--- config.mk ---
export PLATFORM = sky130hd
export DESIGN_NAME = maze_nav_top
export DESIGN_NICKNAME = d
export VERILOG_FILES = /design/src/maze_pkg.sv /design/src/maze_nav_top.sv /design/src/pose_commit.sv /design/src/motion_animator.sv /design/src/cmd_decode.sv
export SDC_FILE = /design/constraint.sdc
export NUM_CORES = 1
export LEC_CHECK = 0
export BUFFER_PORTS_ARGS = -buffer_cell sky130_fd_sc_hd__buf_2
export CAP_MARGIN = 20
export CORE_MARGIN = 5
export CORE_UTILIZATION = 60
export CTS_CLUSTER_DIAMETER = 200
export DETAILED_ROUTE_END_ITERATION = 10
export PLACE_DENSITY = 0.85
export RECOVER_POWER = 50
export SLEW_MARGIN = 40
export SYNTH_ARGS = -nofsm -noshare
export SYNTH_HDL_FRONTEND = slang
export SYNTH_SLANG_ARGS = --single-unit
export TNS_END_PERCENT = 50
--- constraint.sdc ---
create_clock -name clk_in -period 4.6 [get_ports clk_in]
set_input_delay 0.46 -clock clk_in [delete_from_list [all_inputs] [get_ports clk_in]]
set_output_delay 0.46 -clock clk_in [all_outputs]
set_load 0.01 [all_outputs]
--- src/maze_pkg.sv ---
package maze_pkg;

    // rows and columns of the square maze
    localparam int GRID_DIM = 5;

    // one quarter turn in one-degree steps
    localparam int TURN_STEPS = 90;

    // view angle after reset, in degrees
    localparam int ANGLE_START = 180;

    // grid row or column index
    typedef logic [2:0] cell_t;

    // camera centre on one axis, sub-cell units
    typedef logic signed [9:0] coord_t;

    // view angle, 0 to 359 degrees
    typedef logic [8:0] angle_t;

    // wall map, bit r*GRID_DIM+c set where cell (r, c) is blocked
    typedef logic [GRID_DIM*GRID_DIM-1:0] maze_map_t;

    // rows from 4 down to 0, leftmost digit of each row is column 4
    localparam maze_map_t MAZE_DEFAULT = {
        5'b01000,
        5'b01010,
        5'b01010,
        5'b01010,
        5'b00010
    };

    // left turn walks U, L, D, R, right turn walks back
    typedef enum logic [1:0] {
        HEAD_U,
        HEAD_L,
        HEAD_D,
        HEAD_R
    } heading_t;

    typedef enum logic [1:0] {
        CMD_NONE,
        CMD_MOVE,
        CMD_LEFT,
        CMD_RIGHT
    } cmd_t;

    typedef enum logic [1:0] {
        DEC_IDLE,
        DEC_BUSY,
        DEC_ACK
    } decode_state_t;

endpackage
--- src/maze_nav_top.sv ---
`timescale 1ns/1ps

module maze_nav_top import maze_pkg::*; #(
    parameter int        UNIT_SIZE = 64,
    parameter maze_map_t MAZE_MAP  = MAZE_DEFAULT
) (
    input  logic     clk_in,
    input  logic     reset_btn,
    input  logic     cmd_req,
    input  cmd_t     cmd,
    output logic     cmd_ack,
    output logic     cmd_accepted,
    output logic     busy,
    output cell_t    cell_row,
    output cell_t    cell_col,
    output heading_t heading,
    output coord_t   center_x,
    output coord_t   center_y,
    output angle_t   angle
);

    logic     launch;
    cmd_t     launch_kind;
    heading_t step_heading;
    logic     commit_reject;
    logic     anim_done;
    cmd_t     done_kind;
    logic     commit_done;

    // handshake and legality check
    cmd_decode #(
        .MAZE_MAP (MAZE_MAP)
    ) i_cmd_decode (
        .clk_in        (clk_in),
        .reset_btn     (reset_btn),
        .cmd_req       (cmd_req),
        .cmd           (cmd),
        .cell_row      (cell_row),
        .cell_col      (cell_col),
        .heading       (heading),
        .commit_done   (commit_done),
        .cmd_ack       (cmd_ack),
        .cmd_accepted  (cmd_accepted),
        .launch        (launch),
        .launch_kind   (launch_kind),
        .step_heading  (step_heading),
        .commit_reject (commit_reject)
    );

    // camera animation
    motion_animator #(
        .UNIT_SIZE (UNIT_SIZE)
    ) i_motion_animator (
        .clk_in       (clk_in),
        .reset_btn    (reset_btn),
        .launch       (launch),
        .launch_kind  (launch_kind),
        .step_heading (step_heading),
        .busy         (busy),
        .center_x     (center_x),
        .center_y     (center_y),
        .angle        (angle),
        .anim_done    (anim_done),
        .done_kind    (done_kind)
    );

    // committed grid pose
    pose_commit i_pose_commit (
        .clk_in        (clk_in),
        .reset_btn     (reset_btn),
        .anim_done     (anim_done),
        .done_kind     (done_kind),
        .step_heading  (step_heading),
        .commit_reject (commit_reject),
        .cell_row      (cell_row),
        .cell_col      (cell_col),
        .heading       (heading),
        .commit_done   (commit_done)
    );

endmodule

--- src/pose_commit.sv ---
`timescale 1ns/1ps

module pose_commit import maze_pkg::*; (
    input  logic     clk_in,
    input  logic     reset_btn,
    input  logic     anim_done,
    input  cmd_t     done_kind,
    input  heading_t step_heading,
    input  logic     commit_reject,
    output cell_t    cell_row,
    output cell_t    cell_col,
    output heading_t heading,
    output logic     commit_done
);

    heading_t heading_left;
    heading_t heading_right;

    // enum order is U, L, D, R so a left turn counts up
    assign heading_left  = heading_t'(heading + 2'd1);
    assign heading_right = heading_t'(heading - 2'd1);

    always_ff @(posedge clk_in or posedge reset_btn) begin
        if (reset_btn) begin
            cell_row    <= 3'd0;
            cell_col    <= 3'd0;
            heading     <= HEAD_U;
            commit_done <= 1'b0;
        end else begin
            // rejected commands finish here as well, with no pose change
            commit_done <= anim_done | commit_reject;
            if (anim_done) begin
                case (done_kind)
                    CMD_MOVE: begin
                        // target was checked against the map before launch
                        case (step_heading)
                            HEAD_U:  cell_row <= cell_row - 3'd1;
                            HEAD_D:  cell_row <= cell_row + 3'd1;
                            HEAD_L:  cell_col <= cell_col - 3'd1;
                            default: cell_col <= cell_col + 3'd1;
                        endcase
                    end
                    CMD_LEFT:  heading <= heading_left;
                    CMD_RIGHT: heading <= heading_right;
                    default: ;
                endcase
            end
        end
    end

endmodule

--- src/motion_animator.sv ---
`timescale 1ns/1ps

module motion_animator import maze_pkg::*; #(
    parameter int UNIT_SIZE = 64
) (
    input  logic     clk_in,
    input  logic     reset_btn,
    input  logic     launch,
    input  cmd_t     launch_kind,
    input  heading_t step_heading,
    output logic     busy,
    output coord_t   center_x,
    output coord_t   center_y,
    output angle_t   angle,
    output logic     anim_done,
    output cmd_t     done_kind
);

    localparam int     MAX_STEPS    = (UNIT_SIZE > TURN_STEPS) ? UNIT_SIZE : TURN_STEPS;
    localparam int     CNT_W        = $clog2(MAX_STEPS + 1);
    localparam angle_t ANGLE_LAST   = angle_t'(359);
    localparam coord_t CENTER_START = coord_t'(UNIT_SIZE / 2);

    logic             active;
    logic [CNT_W-1:0] steps_left;
    logic [CNT_W-1:0] steps_load;
    cmd_t             kind;
    logic             tail;
    logic             busy_q;

    // one step per sub-cell unit for a move, per degree for a turn
    assign steps_load = (launch_kind == CMD_MOVE) ? CNT_W'(UNIT_SIZE) : CNT_W'(TURN_STEPS);

    // busy spans the launch cycle up to the commit cycle
    assign busy      = busy_q | launch;
    assign done_kind = kind;

    always_ff @(posedge clk_in or posedge reset_btn) begin
        if (reset_btn) begin
            active     <= 1'b0;
            steps_left <= '0;
            kind       <= CMD_NONE;
            anim_done  <= 1'b0;
            tail       <= 1'b0;
            busy_q     <= 1'b0;
            center_x   <= CENTER_START;
            center_y   <= CENTER_START;
            angle      <= angle_t'(ANGLE_START);
        end else begin
            anim_done <= 1'b0;
            // pose commits while tail is high
            tail      <= anim_done;
            if (tail) begin
                busy_q <= 1'b0;
            end
            if (launch) begin
                active     <= 1'b1;
                busy_q     <= 1'b1;
                steps_left <= steps_load;
                kind       <= launch_kind;
            end else if (active) begin
                if (steps_left != '0) begin
                    steps_left <= steps_left - 1'b1;
                    case (kind)
                        CMD_MOVE: begin
                            // x follows rows, y follows columns
                            case (step_heading)
                                HEAD_U:  center_x <= center_x - coord_t'(1);
                                HEAD_D:  center_x <= center_x + coord_t'(1);
                                HEAD_L:  center_y <= center_y - coord_t'(1);
                                default: center_y <= center_y + coord_t'(1);
                            endcase
                        end
                        CMD_LEFT: begin
                            if (angle == 9'd0) begin
                                angle <= ANGLE_LAST;
                            end else begin
                                angle <= angle - 9'd1;
                            end
                        end
                        CMD_RIGHT: begin
                            if (angle == ANGLE_LAST) begin
                                angle <= 9'd0;
                            end else begin
                                angle <= angle + 9'd1;
                            end
                        end
                        default: ;
                    endcase
                end else begin
                    // last step went out on the previous edge
                    active    <= 1'b0;
                    anim_done <= 1'b1;
                end
            end
        end
    end

endmodule

--- src/cmd_decode.sv ---
`timescale 1ns/1ps

module cmd_decode import maze_pkg::*; #(
    parameter maze_map_t MAZE_MAP = MAZE_DEFAULT
) (
    input  logic     clk_in,
    input  logic     reset_btn,
    input  logic     cmd_req,
    input  cmd_t     cmd,
    input  cell_t    cell_row,
    input  cell_t    cell_col,
    input  heading_t heading,
    input  logic     commit_done,
    output logic     cmd_ack,
    output logic     cmd_accepted,
    output logic     launch,
    output cmd_t     launch_kind,
    output heading_t step_heading,
    output logic     commit_reject
);

    decode_state_t state;
    logic          in_grid;
    cell_t         tgt_row;
    cell_t         tgt_col;
    logic [4:0]    map_idx;
    logic          blocked;
    logic          legal;

    // neighbour cell in the heading direction
    always_comb begin
        tgt_row = cell_row;
        tgt_col = cell_col;
        in_grid = 1'b1;
        case (heading)
            HEAD_U: begin
                in_grid = (cell_row != 3'd0);
                tgt_row = cell_row - 3'd1;
            end
            HEAD_D: begin
                in_grid = (cell_row < cell_t'(GRID_DIM - 1));
                tgt_row = cell_row + 3'd1;
            end
            HEAD_L: begin
                in_grid = (cell_col != 3'd0);
                tgt_col = cell_col - 3'd1;
            end
            default: begin
                in_grid = (cell_col < cell_t'(GRID_DIM - 1));
                tgt_col = cell_col + 3'd1;
            end
        endcase
    end

    // leaving the grid counts as hitting a wall
    assign map_idx = 5'(tgt_row * GRID_DIM + tgt_col);
    assign blocked = in_grid ? MAZE_MAP[map_idx] : 1'b1;

    always_comb begin
        case (cmd)
            CMD_MOVE:            legal = !blocked;
            CMD_LEFT, CMD_RIGHT: legal = 1'b1;
            default:             legal = 1'b0;
        endcase
    end

    always_ff @(posedge clk_in or posedge reset_btn) begin
        if (reset_btn) begin
            state         <= DEC_IDLE;
            cmd_ack       <= 1'b0;
            cmd_accepted  <= 1'b0;
            launch        <= 1'b0;
            commit_reject <= 1'b0;
            launch_kind   <= CMD_NONE;
            step_heading  <= HEAD_U;
        end else begin
            launch        <= 1'b0;
            commit_reject <= 1'b0;
            case (state)
                DEC_IDLE: begin
                    if (cmd_req) begin
                        launch_kind   <= cmd;
                        step_heading  <= heading;
                        cmd_accepted  <= legal;
                        launch        <= legal;
                        commit_reject <= !legal;
                        state         <= DEC_BUSY;
                    end
                end
                DEC_BUSY: begin
                    if (commit_done) begin
                        cmd_ack <= 1'b1;
                        state   <= DEC_ACK;
                    end
                end
                DEC_ACK: begin
                    // hold the response until the request is withdrawn
                    if (!cmd_req) begin
                        cmd_ack      <= 1'b0;
                        cmd_accepted <= 1'b0;
                        state        <= DEC_IDLE;
                    end
                end
                default: state <= DEC_IDLE;
            endcase
        end
    end

endmodule

== Yosys cells after proc, flatten, opt, wreduce, memory -nomap -nowiden ==
Memories as Yosys holds them, arrays and structs flattened.
Cells that the tools add are included.
W data, S select, Z words.
Cells by class
  $add $sub $neg: 14
  $mul: 1
  div/mod/pow operators: 0
  $lt $le $gt $ge: 3
  equality and inequality tests: 17
  shift operators: 0
  muxes and demuxes: 39
  bitwise operators: 4
  reductions and logical operators: 30
Operator list (count)
  $pmux W10 S2: 2
  $pmux W3 S2: 4
  $mux W7: 3
  $add A10 B2 Y10 const B: 2
  $sub A10 B2 Y10 const B: 2
  $mux W9: 2
  $pmux W9 S2: 1
  $mux W1: 17
  $reduce_and A3 Y1: 5
  $eq A2 B2 Y1 const B: 7
  $reduce_bool A2 Y1: 7
  $eq A2 B1 Y1 const B: 6
  $reduce_and A5 Y1: 2
  $add A9 B1 Y9 const B: 1
  $eq A9 B9 Y1 const B: 1
  $logic_not A9 Y1: 1
  $sub A9 B1 Y9 const B: 1
  $reduce_bool A7 Y1: 1
  $sub A7 B1 Y7 const B: 1
  $add A3 B1 Y3 const B: 2
  $logic_not A2 Y1: 3
  $lt A3 B3 Y1 const B: 2
  $lt A5 B6 Y1 const B: 1
  $mux W2: 3
  other kinds (19): 31
Word-level totals
  bits in registers: 61
  latch bits: 0
  RAM bits: 0
  memory bits (read-only): 32
  bits of input ports: 5
  output and inout port bits: 40
  logic and storage cells: 129
  memories kept: 1
Memories
  (no name shown): words 32, width 1, read ports 1, clocked after memory_dff 0, write ports 0, line cmd_decode.sv:57  | assign blocked = in_grid ? MAZE_MAP[map_idx] : 1'b1;

== Depth between registers and ports, before layout ==
Gate-level depths: netlist of the first run.
  depth after elaboration: 12
  depth in mapped cells: 14
  depth with buffers taken out: 14

== By module ==
From an unflattened synthesis of the first run, not the netlist that was laid out.
Unflattened totals
  cells, all modules: 435
  area total of the unflattened synthesis: 4091.4 um2
By module, submodules not included
  motion_animator: instances 1, cells an instance 303, area each 2718.9 um2, seq. area each 1058.5 um2
  cmd_decode: instances 1, cells an instance 84, area each 868.3 um2, seq. area each 250.2 um2
  pose_commit: instances 1, cells an instance 48, area each 504.2 um2, seq. area each 225.2 um2

== Worst setup path before layout of the first run ==
No wires, ideal clock.
  path kind: reg2reg
  start: reg i_pose_commit.heading[0]
  end: reg i_cmd_decode.cmd_accepted
  library setup time: 0.066 ns
  arrival: 3.409 ns
  data required time: 4.534 ns
  path slack: 1.125 ns
  cell stages (with the launch flop): 14
  path buffers: 0
  clock period less this slack: 3.475 ns
  path through: dfrtp_1 -> inv_1 -> ha_1 -> or2_2 -> nand3_1 -> o21ai_0 -> ha_1 -> ha_1 -> fa_1 -> mux2i_1 -> nor2_1 -> a211o_1 -> mux2i_1 -> o31a_1
On the way
  word-level cells in the longest chain between the ends: 11
  elaborated cells on any way between the ends: 16
  classes of those cells: add/sub: 1; mul: 1; eq/ne: 2; mux: 8; reduce/logical: 3; memory: 1
Ends and longest elaborated chain
  start: declaration: line pose_commit.sv:12  | output heading_t heading,
  start signal: assignment: line pose_commit.sv:43  | CMD_LEFT: heading <= heading_left;
  start signal: assignment: line pose_commit.sv:44  | CMD_RIGHT: heading <= heading_right;
  $eq A2 B2 Y1 or $logic_not A2 Y1 (tied branches): line cmd_decode.sv:35  | case (heading)
  $pmux W3 S2 or $reduce_or A2 Y1 (tied branches)
  $mul A3 B3 Y5 or $pmux W3 S2 (tied branches): line cmd_decode.sv:56, cmd_decode.sv:35
  $add A5 B3 Y5: line cmd_decode.sv:56  | assign map_idx = 5'(tgt_row * GRID_DIM + tgt_col);
  $mem_v2 Z32 W1
  $mux W1 (not written as such): line cmd_decode.sv:57
  $mux W1 (*): line cmd_decode.sv:57
  $logic_not A1 Y1 (*): line cmd_decode.sv:61  | CMD_MOVE: legal = !blocked;
  $pmux W1 S2 (*): line cmd_decode.sv:60  | case (cmd)
  $mux W1 (*): line cmd_decode.sv:81  | if (cmd_req) begin
  $pmux W1 S2 (*): line cmd_decode.sv:79  | case (state)
  end signal: assignment: line cmd_decode.sv:84  | cmd_accepted <= legal;
  end: declaration: line cmd_decode.sv:15  | output logic cmd_accepted,
Mark *: on every way between the ends. The rest lies on a longest branch, timed or not. The select of a mux whose other input is x is not followed.
A chain may end at the register's enable or synchronous reset.

== Worst setup path in the final report of the first run ==
Same ends and word-level chain as after synthesis.

==> results, run 1 <==
- For this design the static power due to leakage is 2.22 nW.
- The type of destination of the critical path is a flop.
- Of the cells placed in the final design, the portion with a size suffix greater than 1 is 12.3%.
- The initial standard-cell utilization of the core is 61.7%.
- The vias per cell is 5.78.
- The maximum buffer depth of the clock tree is 2.
- The area growth from synthesis to layout is 10.7%.
- From left edge to right edge, the die measures 93.6 microns.
- The Yosys warning count is 0.
- The number of max-slew violations in the final report is 62.
- The worst-case IR drop observed on VDD is 449 uV.
- The share of the clock period used by the worst path after layout is 82.1%.
- Setup repair after global routing left no endpoint under its margin.
- The HPWL reported at the end of detailed placement is 6540 microns.
- STA puts the critical path data required time at 4.88 ns.
- The via count of the first global-routing pass is 3432.
- The initial DRC count is 239.
- In the routed design, unresolved DRC markers number 0.
- The total detailed-routing wirelength is 8960 microns.
- The number of diodes is 0.
- Dividing the detail-routed wire length by the instance count gives 14.7 microns.
- Input and output buffers added on the ports amount to 44.
- The all-layer global routing usage is 22.4%.
- The total grt overflow is 0.
- The total number of nets in the final design is 558.
- The buffer type at the clock tree root is sky130_fd_sc_hd__clkbuf_8.
- After technology mapping, the gate count stands at 460.
- The checks that failed: capacitance limit, slew limit.
- The synthesized design contains 61 register bits.
- The insertion delay of the later-clocked pin in the worst-skew pair is 0.34 ns.
- The number of endpoints with negative hold slack in the final report was 0.
- The run finished, with violations left.
- Leaving out fill and tap cells, the most frequent cells in the layout are sky130_fd_sc_hd__dfrtp_1, sky130_fd_sc_hd__o21ai_0, sky130_fd_sc_hd__nand2_1.
- The setup skew after layout is 0.00789 ns.
- The post-cts sizing count is 0.
- After clock tree synthesis, the flow added hold-fix buffers numbering 0.
- The post-CTS setup buffer count is 0.
- Entering global routing, the biggest net connects 62 pins.
- The dominant synthesized flop cell is sky130_fd_sc_hd__dfrtp_1.
- The maximum fanout along the worst path is 6.
- In this run the cell area of the synthesized design comes to 0.00419 sq mm.
- The fraction of synthesis flops using an asynchronous set or reset pin is 100%.
- The clock net in this run drives a total of 61 sinks.
- Headroom to the max-slew limit came out at -111%.
- TritonCTS built the clock tree.
- The commonest non-fill, non-tap cell in the layout is sky130_fd_sc_hd__dfrtp_1.
- For the final routed database, the setup TNS stands at 0 ns.
- The slew at the pin with the worst max-slew slack is 3.16 ns.
- The tightest min-delay check is of the in2reg type.
- The count of nets left with antenna violations once routing finished came out at 0.
- The data arrival time of the critical path is 4.05 ns.
- For this run, the detailed router's first-pass iteration total came to 4.
- The vertical extent of the die is 93.6 microns.
- The part of the Yosys area used for sequential elements is 36.6%.
- The initial antenna violation count was 0.
- The core area is 0.00679 sq mm.
- The number of distinct standard cells referenced by the synthesized netlist is 55.
- 45 I/O pins were placed.
- The TritonCTS buffer count is 9.
- The die outline area is 0.00876 sq mm.
- The last weighted congestion value of the routability-driven placer is 0.881.
- After clock tree synthesis, the clock-pin slew on the worst setup and hold paths is 0.07 ns.
- The number of nets handed over by synthesis was 511.
- The total vias in the final route is 3516.
- The number of enable flip-flop cells after synthesis is 0.
- The total power per unit cell area is 792 mW/mm^2.
- The worst setup path category is reg2reg.
- The post-route worst hold slack is 0.350 ns.
- Across the run, the number of max-cap violations was 1.
- Counting I/O delays and the setup requirement, the final critical path takes 3.78 ns.
- CTS built an H-tree with a depth of 3.
- The wire length of the first global-routing pass is 15900 microns.
- A synthesized cell averages 9.11 sq um.
- Setup violations remaining at the end of the flow were counted as 0.
- The worst setup path is launched from a flop.
- The cell row count is 30.
- Static timing analysis puts the maximum clock frequency at 0.265 GHz.
==> critical path, stage by stage, from the launching register on <==
cell and delay [ns]:
sky130_fd_sc_hd__dfrtp_1 0.45, sky130_fd_sc_hd__inv_1 0.13, sky130_fd_sc_hd__ha_1 0.27, sky130_fd_sc_hd__or2_2 0.34, sky130_fd_sc_hd__nand3_1 0.09, sky130_fd_sc_hd__o21ai_0 0.15
sky130_fd_sc_hd__ha_1 0.32, sky130_fd_sc_hd__ha_1 0.35, sky130_fd_sc_hd__fa_1 0.65, sky130_fd_sc_hd__mux2i_1 0.23, sky130_fd_sc_hd__nor2_1 0.07, sky130_fd_sc_hd__a211o_1 0.27
sky130_fd_sc_hd__mux2i_1 0.24, sky130_fd_sc_hd__o31a_1 0.17
==> cell families (layout without fill, tap and decap cells) <==
family / Yosys count / count (layout) / synth area share (%)
adder cells (fa/ha/maj): 46 / 46 / 14.3
multiplexers: 12 / 12 / 3.02
AO/OA/AOI/OAI: 136 / 136 / 20.5
flip-flops: 61 / 61 / 36.6
buffers and inverters: 42 / 94 / 4.00
AND/OR/NAND/NOR: 134 / 134 / 15.5
XOR/XNOR: 29 / 29 / 6.06
==> path summary, 6_finish.rpt <==
| kind | start | end | slack (ns) | cells after the start |
|---|---|---|---|---|
| worst max register to register | i_pose_commit.heading[0] | i_cmd_decode.cmd_accepted | 0.82 | 13 |
| worst max-delay path | i_pose_commit.heading[0] | i_cmd_decode.cmd_accepted | 0.82 | 13 |
| worst min register to register | i_motion_animator.tail | i_motion_animator.busy_q | 0.45 | 1 |
| max in group asynchronous | reset_btn | i_motion_animator.steps_left[4] | 1.49 | 3 |
| worst min-delay path | cmd[1] | i_cmd_decode.commit_reject | 0.35 | 2 |
| min in group asynchronous | reset_btn | i_motion_animator.center_y[6] | 1.32 | 3 |
==> area by class of cell <==
class / count / area, sq um
clock buffers: 12 / 145
clock inverters: 4 / 23.8
fillers: 536 / 2150
inverters: 33 / 124
multi-input cells: 357 / 2480
flip-flops and latches: 61 / 1530
well taps: 96 / 120
repair buffers: 45 / 211
==> power breakdown <==
| part | switching (mW) | total (mW) | internal [mW] |
|---|---|---|---|
| combinational | 1.27 | 2.28 | 1.01 |
| sequential | 0.234 | 0.976 | 0.742 |
| clock | 0.212 | 0.421 | 0.209 |
| total | 1.71 | 3.68 | 1.96 |
==> per-layer routing <==
layer	share of wire, %	wire [microns]	up-vias	global-route usage, %
met5	0	0	-	0
li1	-	-	1724	-
met3	3.7	331	15	4.10
met2	49	4360	78	36.6
met1	46	4140	1699	29.6
met4	1.4	127	0	8.30
==> flip-flops by register name (all words and copies together) (netlist names), 2 cells and up <==
name and flops:
i_pose_commit.cell_col 3, i_cmd_decode.step_heading 2, i_motion_animator.center_y 10, i_motion_animator.center_x 10
i_motion_animator.angle 9, i_motion_animator.steps_left 7, i_cmd_decode.state 2, i_pose_commit.cell_row 3
i_cmd_decode.launch_kind 2, i_motion_animator.done_kind 2, i_pose_commit.heading 2
==> cell usage after synthesis (all sizes together), types with 7 or more instances <==
cell type / number / area, sq um
ha: 43 / 538
a21o: 8 / 60.1
xnor2: 18 / 158
nand2: 45 / 169
nor2b: 8 / 50.1
xor2: 11 / 96.3
mux2i: 7 / 70.1
o21ai: 47 / 235
nor2: 30 / 113
inv: 33 / 124
o21a: 8 / 60.1
a211oi: 7 / 52.6
nand2b: 9 / 56.3
nand3: 12 / 60.1
dfrtp: 55 / 1380
a21oi: 27 / 135
==> through the flow <==
step / total power [mW] / instances / area [sq um] / utilization (%) / setup slack [ns]
after floorplan: 2.72 / 460 / 4190 / - / 1.12
after global placement: 3.11 / 592 / 4490 / 66.2 / 1.05
after CTS: 3.69 / 608 / 4660 / 68.6 / 0.844
final: 3.68 / 608 / 4640 / 68.3 / 0.823
after global routing: 4.07 / 608 / 4640 / 68.3 / 0.459
after detailed placement: 3.23 / 592 / 4490 / 66.2 / 0.891
(Power assumes the default switching activity.)
==> run 2, diff against run 1 <==
ABC_AREA = 1   (was unset)
CORE_UTILIZATION = 54   (was 60)
PLACE_DENSITY = 0.81   (was 0.85)
clock period = 3.2 ns   (was 4.6 ns; I/O delays follow)
==> run 2 against run 1 <==
Net effect:
- the flow still finishes with violations (capacitance limit, slew limit)
- synthesized cell count increased by 22%
- wire length increased by 12%
- total power decreased by 54%
- clock power increased by 110%
- largest power group is now clock
- cell count increased by 19%
==> results, run 2 <==
- The post-synthesis cell type with the largest combined area is sky130_fd_sc_hd__dfrtp_1.
- The die covers 0.00999 sq mm.
- The initial standard-cell utilization of the core is 55.9%.
- The share of the clock period used by the worst path after layout is 96.2%.
- The dominant synthesized flop cell is sky130_fd_sc_hd__dfrtp_1.
- At the later pin of the worst-skew pair, clock insertion delay measures 0.34 ns.
- The number of endpoints with negative hold slack in the final report was 0.
- The total detailed-routing wirelength is 10100 microns.
- The total number of nets in the final design is 666.
- The number of max-slew violations in the final report came to 42.
- The vias per cell is 5.48.
- The path class of the tightest hold or removal check is in2reg.
- For the final database, setup skew stands at 0.0135 ns.
- The finished cells cover 0.00501 sq mm.
- The library cell used most frequently in the layout, excluding fill and tap cells, is sky130_fd_sc_hd__nand2_1.
- From bottom edge to top edge, the die measures 99.9 microns.
- For this design, the CTS-stage hold fixing added 0 buffers.
- The number of top-level design ports is 45.
- The data arrival time of the critical path is 3.31 ns.
- In this run the cell area of the synthesized design comes to 0.00437 sq mm.
- The part of the Yosys area used for sequential elements is 35.1%.
- The buffer type at the clock tree root is sky130_fd_sc_hd__clkbuf_8.
- The checks that failed: capacitance limit, slew limit.
- The register-to-register setup slack is 0.12 ns.
- The first global-routing pass estimated 16700 microns of wire.
- The pin count of the biggest net entering global routing is 42.
- The Yosys warning count is 0.
- Compared with the post-synthesis result, the final layout area differs by 14.6%.
- The worst reg2reg path startpoint is i_pose_commit.heading[1].
- The share of final-layout standard cells stronger than drive strength 1 is 16.6%.
- The number of enable flip-flop cells after synthesis is 0.
- Across the VDD grid, the largest voltage drop is 217 uV.
- The post-detailed-route DRC marker count is 0.
- The nature of the critical path startpoint is a flop.
- The total grt overflow is 0.
- The total nets after synthesis is 613.
- Of all nets on the critical path, the largest fanout is 5.
- The quantity of I/O buffers inserted on ports is 44.
- The number of H-tree levels is 3.
- The clock passes through at most 2 buffers.
- The worst-case setup margin in the final layout is 0.122 ns.
- The number of diodes is 0.
- In the post-synthesis netlist, the biggest area contributors are sky130_fd_sc_hd__dfrtp_1, sky130_fd_sc_hd__ha_1, sky130_fd_sc_hd__nand2_1.
- Setup violations remaining at the end of the flow were counted as 0.
- The end of the critical path is i_cmd_decode.commit_reject.
- The TritonCTS clock tree is built.
- The commonest cells after synthesis are sky130_fd_sc_hd__nand2_1, sky130_fd_sc_hd__inv_1, sky130_fd_sc_hd__dfrtp_1, sky130_fd_sc_hd__ha_1, sky130_fd_sc_hd__o21ai_0.
- The area share of the largest cell type after synthesis is 31.5%.
- Max-cap violations in this run came to 1.
- In this run, the number of DRC markers left after iteration 0 of detailed routing was 145.
- The number of iterations in the first detailed-routing pass is 5.
- For the pin with the worst max-slew slack, the measured transition is 1.88 ns.
- The most common cell in the netlist is sky130_fd_sc_hd__nand2_1.
- The synthesized design contains 61 register bits.
- The number of distinct standard cells referenced by the synthesized netlist is 42.
- The core region is 0.00781 sq mm.
- The total power per unit cell area is 337 mW/mm^2.
- The number of routed nets with antenna violations is 0.
- The area of placed instances is 0.00468 sq mm.
- The all-layer global routing usage is 20.5%.
- The largest registers in the layout are i_motion_animator.center_x x10, i_motion_animator.center_y x10, i_motion_animator.angle x9.
- The placement-stage worst setup slack is -0.0421 ns.
- The last weighted congestion value of the routability-driven placer is 0.889.
- STA puts the critical path data required time at 3.43 ns.
- TritonCTS created 9 clock buffers.
- The average wire length per cell after detail routing is 13.9 microns.
- The launching instance or port of the critical path is i_pose_commit.heading[1].
- The critical register-to-register path endpoint is i_cmd_decode.commit_reject.
- The total number of clock tree sinks is 61.
- Detailed routing inserted a total of 3960 vias.
- The worst setup path category is reg2reg.
- The achievable clock frequency is 0.325 GHz.
- The startpoint identified for the worst hold timing path is cmd[1].
- The number of standard cells after synthesis is 562.
- The initial antenna violation count is 0.
- The via count of the first global-routing pass was 3811.
- Detailed placement ended at an HPWL of 7450 microns.
- The clock transition time at the flip-flop clock pins of the worst setup and hold paths is 0.06 ns.
- The relative max-transition margin is -25.9%.
- The die width is 99.9 microns.
- Counting cells, the worst reg-to-reg path comes to 18.
- The library cells used most frequently in the layout, excluding fill and tap cells, are sky130_fd_sc_hd__nand2_1, sky130_fd_sc_hd__inv_1, sky130_fd_sc_hd__dfrtp_1.
- For this run, asynchronously set or reset flops after synthesis account for 100%.
- The cell row count is 32.
- The static leakage is 2.74 nW.
- The worst setup path is captured at a flop.
- The average footprint of a synthesized cell is 7.77 sq um.
- The run finished, with violations left.
- After layout, the minimum clock period comes to 3.08 ns.
==> run 2: layout make-up <==
type | count | area (sq um)
Multi-Input combinational cell | 409 | 2510
Fill cell | 646 | 2800
Sequential cell | 61 | 1530
Clock buffer | 12 | 135
Clock inverter | 4 | 120
Tap cell | 102 | 128
Inverter | 85 | 320
Timing Repair Buffer | 49 | 254
==> run 2: power by group <==
group          switching [mW]  internal (mW)  total, mW  leakage (nW)
clock                   0.301          0.598      0.899         0.125
sequential                  0          0.771      0.771         0.820
combinational          0.0168        0.00244     0.0192          1.80
==> run 2: what timing repair did <==
| item | in CTS | in global routing |
|---|---|---|
| setup endpoints to repair | 3 | 3 |
| setup buffers | 2 | 1 |
| pin swaps | 1 | 2 |
| resized for setup | 1 | 16 |
==> run 2: worst min-delay path by stage <==
stage | to | slack, ns | cells past startpoint
5_1_grt | i_cmd_decode.launch | 0.24 | 3
4_1_cts | i_motion_animator.center_y[6] | 0.04 | 2
6_report | i_cmd_decode.launch | 0.23 | 3
2_1_floorplan | i_motion_animator.tail | 0.41 | 0
3_5_place_dp | i_motion_animator.angle[3] | 0.41 | 2
3_3_place_gp | i_motion_animator.busy_q | 0.42 | 1
==> run 2: worst max-delay path, stage by stage, from the launching register on <==
cell and delay [ns]:
sky130_fd_sc_hd__dfrtp_1 0.43, sky130_fd_sc_hd__buf_4 0.16, sky130_fd_sc_hd__ha_1 0.21, sky130_fd_sc_hd__nand3_1 0.11
sky130_fd_sc_hd__nand3_1 0.13, sky130_fd_sc_hd__nand2_2 0.10, sky130_fd_sc_hd__inv_1 0.07, sky130_fd_sc_hd__ha_4 0.28
sky130_fd_sc_hd__ha_4 0.20, sky130_fd_sc_hd__fa_2 0.60, sky130_fd_sc_hd__inv_1 0.07, sky130_fd_sc_hd__nand2_1 0.06
sky130_fd_sc_hd__nand2_1 0.04, sky130_fd_sc_hd__nor2_1 0.10, sky130_fd_sc_hd__a21oi_1 0.06, sky130_fd_sc_hd__nand3_1 0.12
sky130_fd_sc_hd__nand3_2 0.11, sky130_fd_sc_hd__nand2_1 0.08, sky130_fd_sc_hd__inv_1 0.04
==> run 2: logic make-up (layout without fill, tap and decap cells) <==
kind of cell	Yosys count	count (layout)	share of synthesized area, %
simple gates	231	231	23.2
buf+inv	92	150	8.51
fa+ha+maj	46	46	13.7
mux	3	3	0.774
xor+xnor	26	26	5.39
compound gates	103	103	13.4
flops	61	61	35.1
==> run 2: routing by layer <==
layer  vias up  share of wire [%]  track usage (%)
li1       1957                  -                -
met1      1872                 43             23.6
met2       109                 50             37.0
met3        22                5.5             5.14
met4         0                1.6             6.93
met5         -                  0                0
==> run 2: stage by stage <==
step	setup TNS (ns)	hold WS (ns)	instances	util, %	total power [mW]
after floorplan	0	0.408	562	-	0.797
after global placement	0	0.424	703	59.9	0.806
after detailed placement	-0.120	0.409	703	59.9	0.807
after CTS	0	0.0398	721	63.4	1.71
after global routing	-0.00921	0.241	722	64.1	1.75
final	0	0.231	722	64.1	1.69
==> run 3, diff against run 2 <==
CORE_ASPECT_RATIO = 1.1   (was unset)
==> run 3 against run 2 <==
Net effect:
- the run still ends with capacitance limit, slew limit left
- worst hold slack worse by 0.0077 ns
- setup slack better by 0.053 ns
- count of clock-buffer cells in the layout is 2 higher
- die area hardly changed
- largest cell class unchanged
- highest routed layer unchanged
==> results, run 3 (synthesis gave the netlist of run 2 again) <==
- In the final layout, the multi-input gates occupy 0.00250 sq mm.
- The count of cells along the worst register-to-register path is 18.
- The number of iterations in the first detailed-routing pass is 5.
- In the routed design, unresolved DRC markers number 0.
- The finished layout holds 729 standard cells, fillers aside.
- The startpoint identified for the worst hold timing path is cmd[1].
- The number of instances on the worst hold path is 3.
- STA puts the critical path data required time at 3.44 ns.
- The die is 95.7 microns wide.
- IR analysis of the VDD net gives a maximum drop of 239 uV.
- The worst setup path is launched from a flop.
- The critical path goes through buf_4 > ha_1 > inv_2 > buf_4 > nand3_1 > o221ai_1 > ha_1 > ha_1 > fa_2 > inv_1 > nand2_1 > nand2_1 > nor2_1 > a21oi_1 > nand3_1 > nand3_2 > nand2_1 > inv_1.
- At the placement stage, the worst setup path has a slack of -0.00492 ns.
- The data arrival time of the critical path is 3.26 ns.
- The register-to-register setup slack is 0.18 ns.
- For this design, the sink count on the clock tree is 61.
- The setup total negative slack is 0 ns.
- The final layout contains 667 nets.
- The die is 104 microns tall.
- Dividing total power by cell area gives a power density of 288 mW/mm^2.
- The vias per cell is 5.35.
- The via count of the first global-routing pass is 3718.
- The H-tree was split into 3 levels.
- For this configuration, the core starts out at a cell density of 55.2%.
- The clock transition time at the flip-flop clock pins of the worst setup and hold paths is 0.07 ns.
- TritonCTS built the clock tree.
- Fill cells in the final layout number 713.
- The pin count of the biggest net entering global routing is 34.
- The last weighted congestion value of the routability-driven placer is 0.883.
- In the final layout, the registers with the most flip-flops are i_motion_animator.center_x x10, i_motion_animator.center_y x10, i_motion_animator.angle x9.
- STA classifies the critical path endpoint as a flop.
- The number of maximum-capacitance constraint violations is 1.
- In the layout the commonest cells are sky130_fd_sc_hd__nand2_1, sky130_fd_sc_hd__inv_1, sky130_fd_sc_hd__dfrtp_1.
- The run finished, with violations left.
- Clock latency on the worst-skew pair, taken at its later pin, is 0.35 ns.
- The sum of buffers and inverters on the critical path is 5.
- After detailed placement, the total cell area comes to 0.00471 sq mm.
- On the final layout, the worst clock skew is 0.00734 ns.
- Once detail routing completed, the nets flagged for antenna violations numbered 0.
- The static leakage is 2.67 nW.
- The clock passes through at most 2 buffers.
- After layout, the minimum clock period comes to 3.02 ns.
- The quantity of I/O buffers inserted on ports is 44.
- The worst hold path terminates at i_cmd_decode.launch.
- On the critical path the largest part of the delay comes from adder cells.
- Of all nets on the critical path, the largest fanout is 4.
- The critical register-to-register path endpoint is i_cmd_decode.commit_reject.
- The number of endpoints with negative hold slack in the final report is 0.
- The initial DRC count is 218.
- In the final routed layout, each cell accounts on average for 13.1 microns.
- The achievable clock frequency is 0.331 GHz.
- The initialized floorplan defines 34 standard-cell rows.
- The die outline area is 0.00999 sq mm.
- The commonest non-fill, non-tap cell in the layout is sky130_fd_sc_hd__nand2_1.
- Summed over all layers, the global routing overflow is 0.
- The area growth from synthesis to layout is 12.4%.
- Headroom to the max-slew limit came out at -0.632%.
- The worst reg2reg path startpoint is i_pose_commit.heading[1].
- The slew at the pin with the worst max-slew slack is 1.50 ns.
- The total detailed-routing wirelength is 9570 microns.
- The tightest hold path in the finished design has a slack of 0.224 ns.
- The final cell area excluding filler cells is 0.00491 sq mm.
- The library cell contributing the largest single delay on the critical path is sky130_fd_sc_hd__fa_2.
- The number of hold buffers added after cts is 0.
- The number of endpoints failing setup at the final stage is 0.
- The largest single stage delay on the critical path is 0.57 ns.
- The critical path is of the reg2reg type.
- The number of top-level design ports is 45.
- The number of diodes is 0.
- In this run the standard cell core region covers 0.00791 sq mm.
- After layout, the worst setup slack is 0.175 ns.
- The worst hold path belongs to the class in2reg.
- Summing all flip-flop and latch instances after layout gives 0.00153 sq mm.
- Detailed placement finished with a half-perimeter wire length of 7230 microns.
- The total instance count after detailed placement is 712.
- The TritonCTS buffer count is 9.
- The final reports fail on capacitance limit, slew limit.
- The initial antenna violation count is 0.
- The all-layer global routing usage is 20.0%.
- The share of final-layout standard cells stronger than drive strength 1 is 14.8%.
- CTS placed an instance of sky130_fd_sc_hd__clkbuf_8 at the clock tree root.
- In the finished design, the share of the clock period the worst path needs comes to 94.5%.
- The total vias in the final route is 3897.
- The first global-routing pass estimated 16200 microns of wire.
- The number of max-slew violations in the final report is 34.
-- run 3: metrics by stage --
step                util [%]  power (mW)
detailed placement      59.5       0.808
global placement        59.5       0.807
CTS                     61.7        1.43
finish                  62.0        1.41
floorplan                  -       0.797
global route            62.0        1.46
-- run 3: layout make-up --
type,instances,share of cell area [%]
sequential,61,31.2
tap,108,2.75
inverter,85,6.52
clock buffer,14,3.31
timing repair buffer,50,5.07
clock inverter,2,0.204
multi-input combinational,409,50.9
-- run 3: worst max path at each step --
| stage | start | end | slack (ns) | cells after the start |
|---|---|---|---|---|
| floorplan | i_pose_commit.heading[0] | i_cmd_decode.commit_reject | 0.14 | 19 |
| global placement | i_pose_commit.heading[0] | i_cmd_decode.commit_reject | 0.14 | 19 |
| detailed placement | i_pose_commit.heading[1] | i_cmd_decode.cmd_accepted | -0.005 | 18 |
| CTS | i_pose_commit.heading[1] | i_cmd_decode.cmd_accepted | 0.03 | 18 |
| global route | i_pose_commit.heading[1] | i_cmd_decode.commit_reject | -0.002 | 19 |
| finish | i_pose_commit.heading[1] | i_cmd_decode.commit_reject | 0.18 | 18 |
-- run 3: worst min-delay path: cells and delay by family --
family / cells / cell delay, ns
AO/OA/AOI/OAI: 1 / 0.05
buffers and inverters: 2 / 0.17
-- run 3: per-layer routing --
layer  up-vias  wire [microns]  part of all wire, %  track usage, %
met1      1825            4090                   43            24.5
met4         0             145                  1.5            8.43
met2        94            4840                   51            34.2
met5         -               0                    0               0
li1       1962               -                    -               -
met3        16             483                  5.0            2.75
-- run 3: report_power, final --
group / internal [mW] / switching, mW
Combinational: 0.00273 / 0.0170
Sequential: 0.771 / 0
Clock: 0.322 / 0.302
Total: 1.10 / 0.319
-- run 3: what timing repair did --
item / 4_1_cts / 5_1_grt
pin swaps: 1 / 1
gates resized for setup: 0 / 14
endpoints found under the setup margin: 3 / 3
buffers inserted: 0 / 1
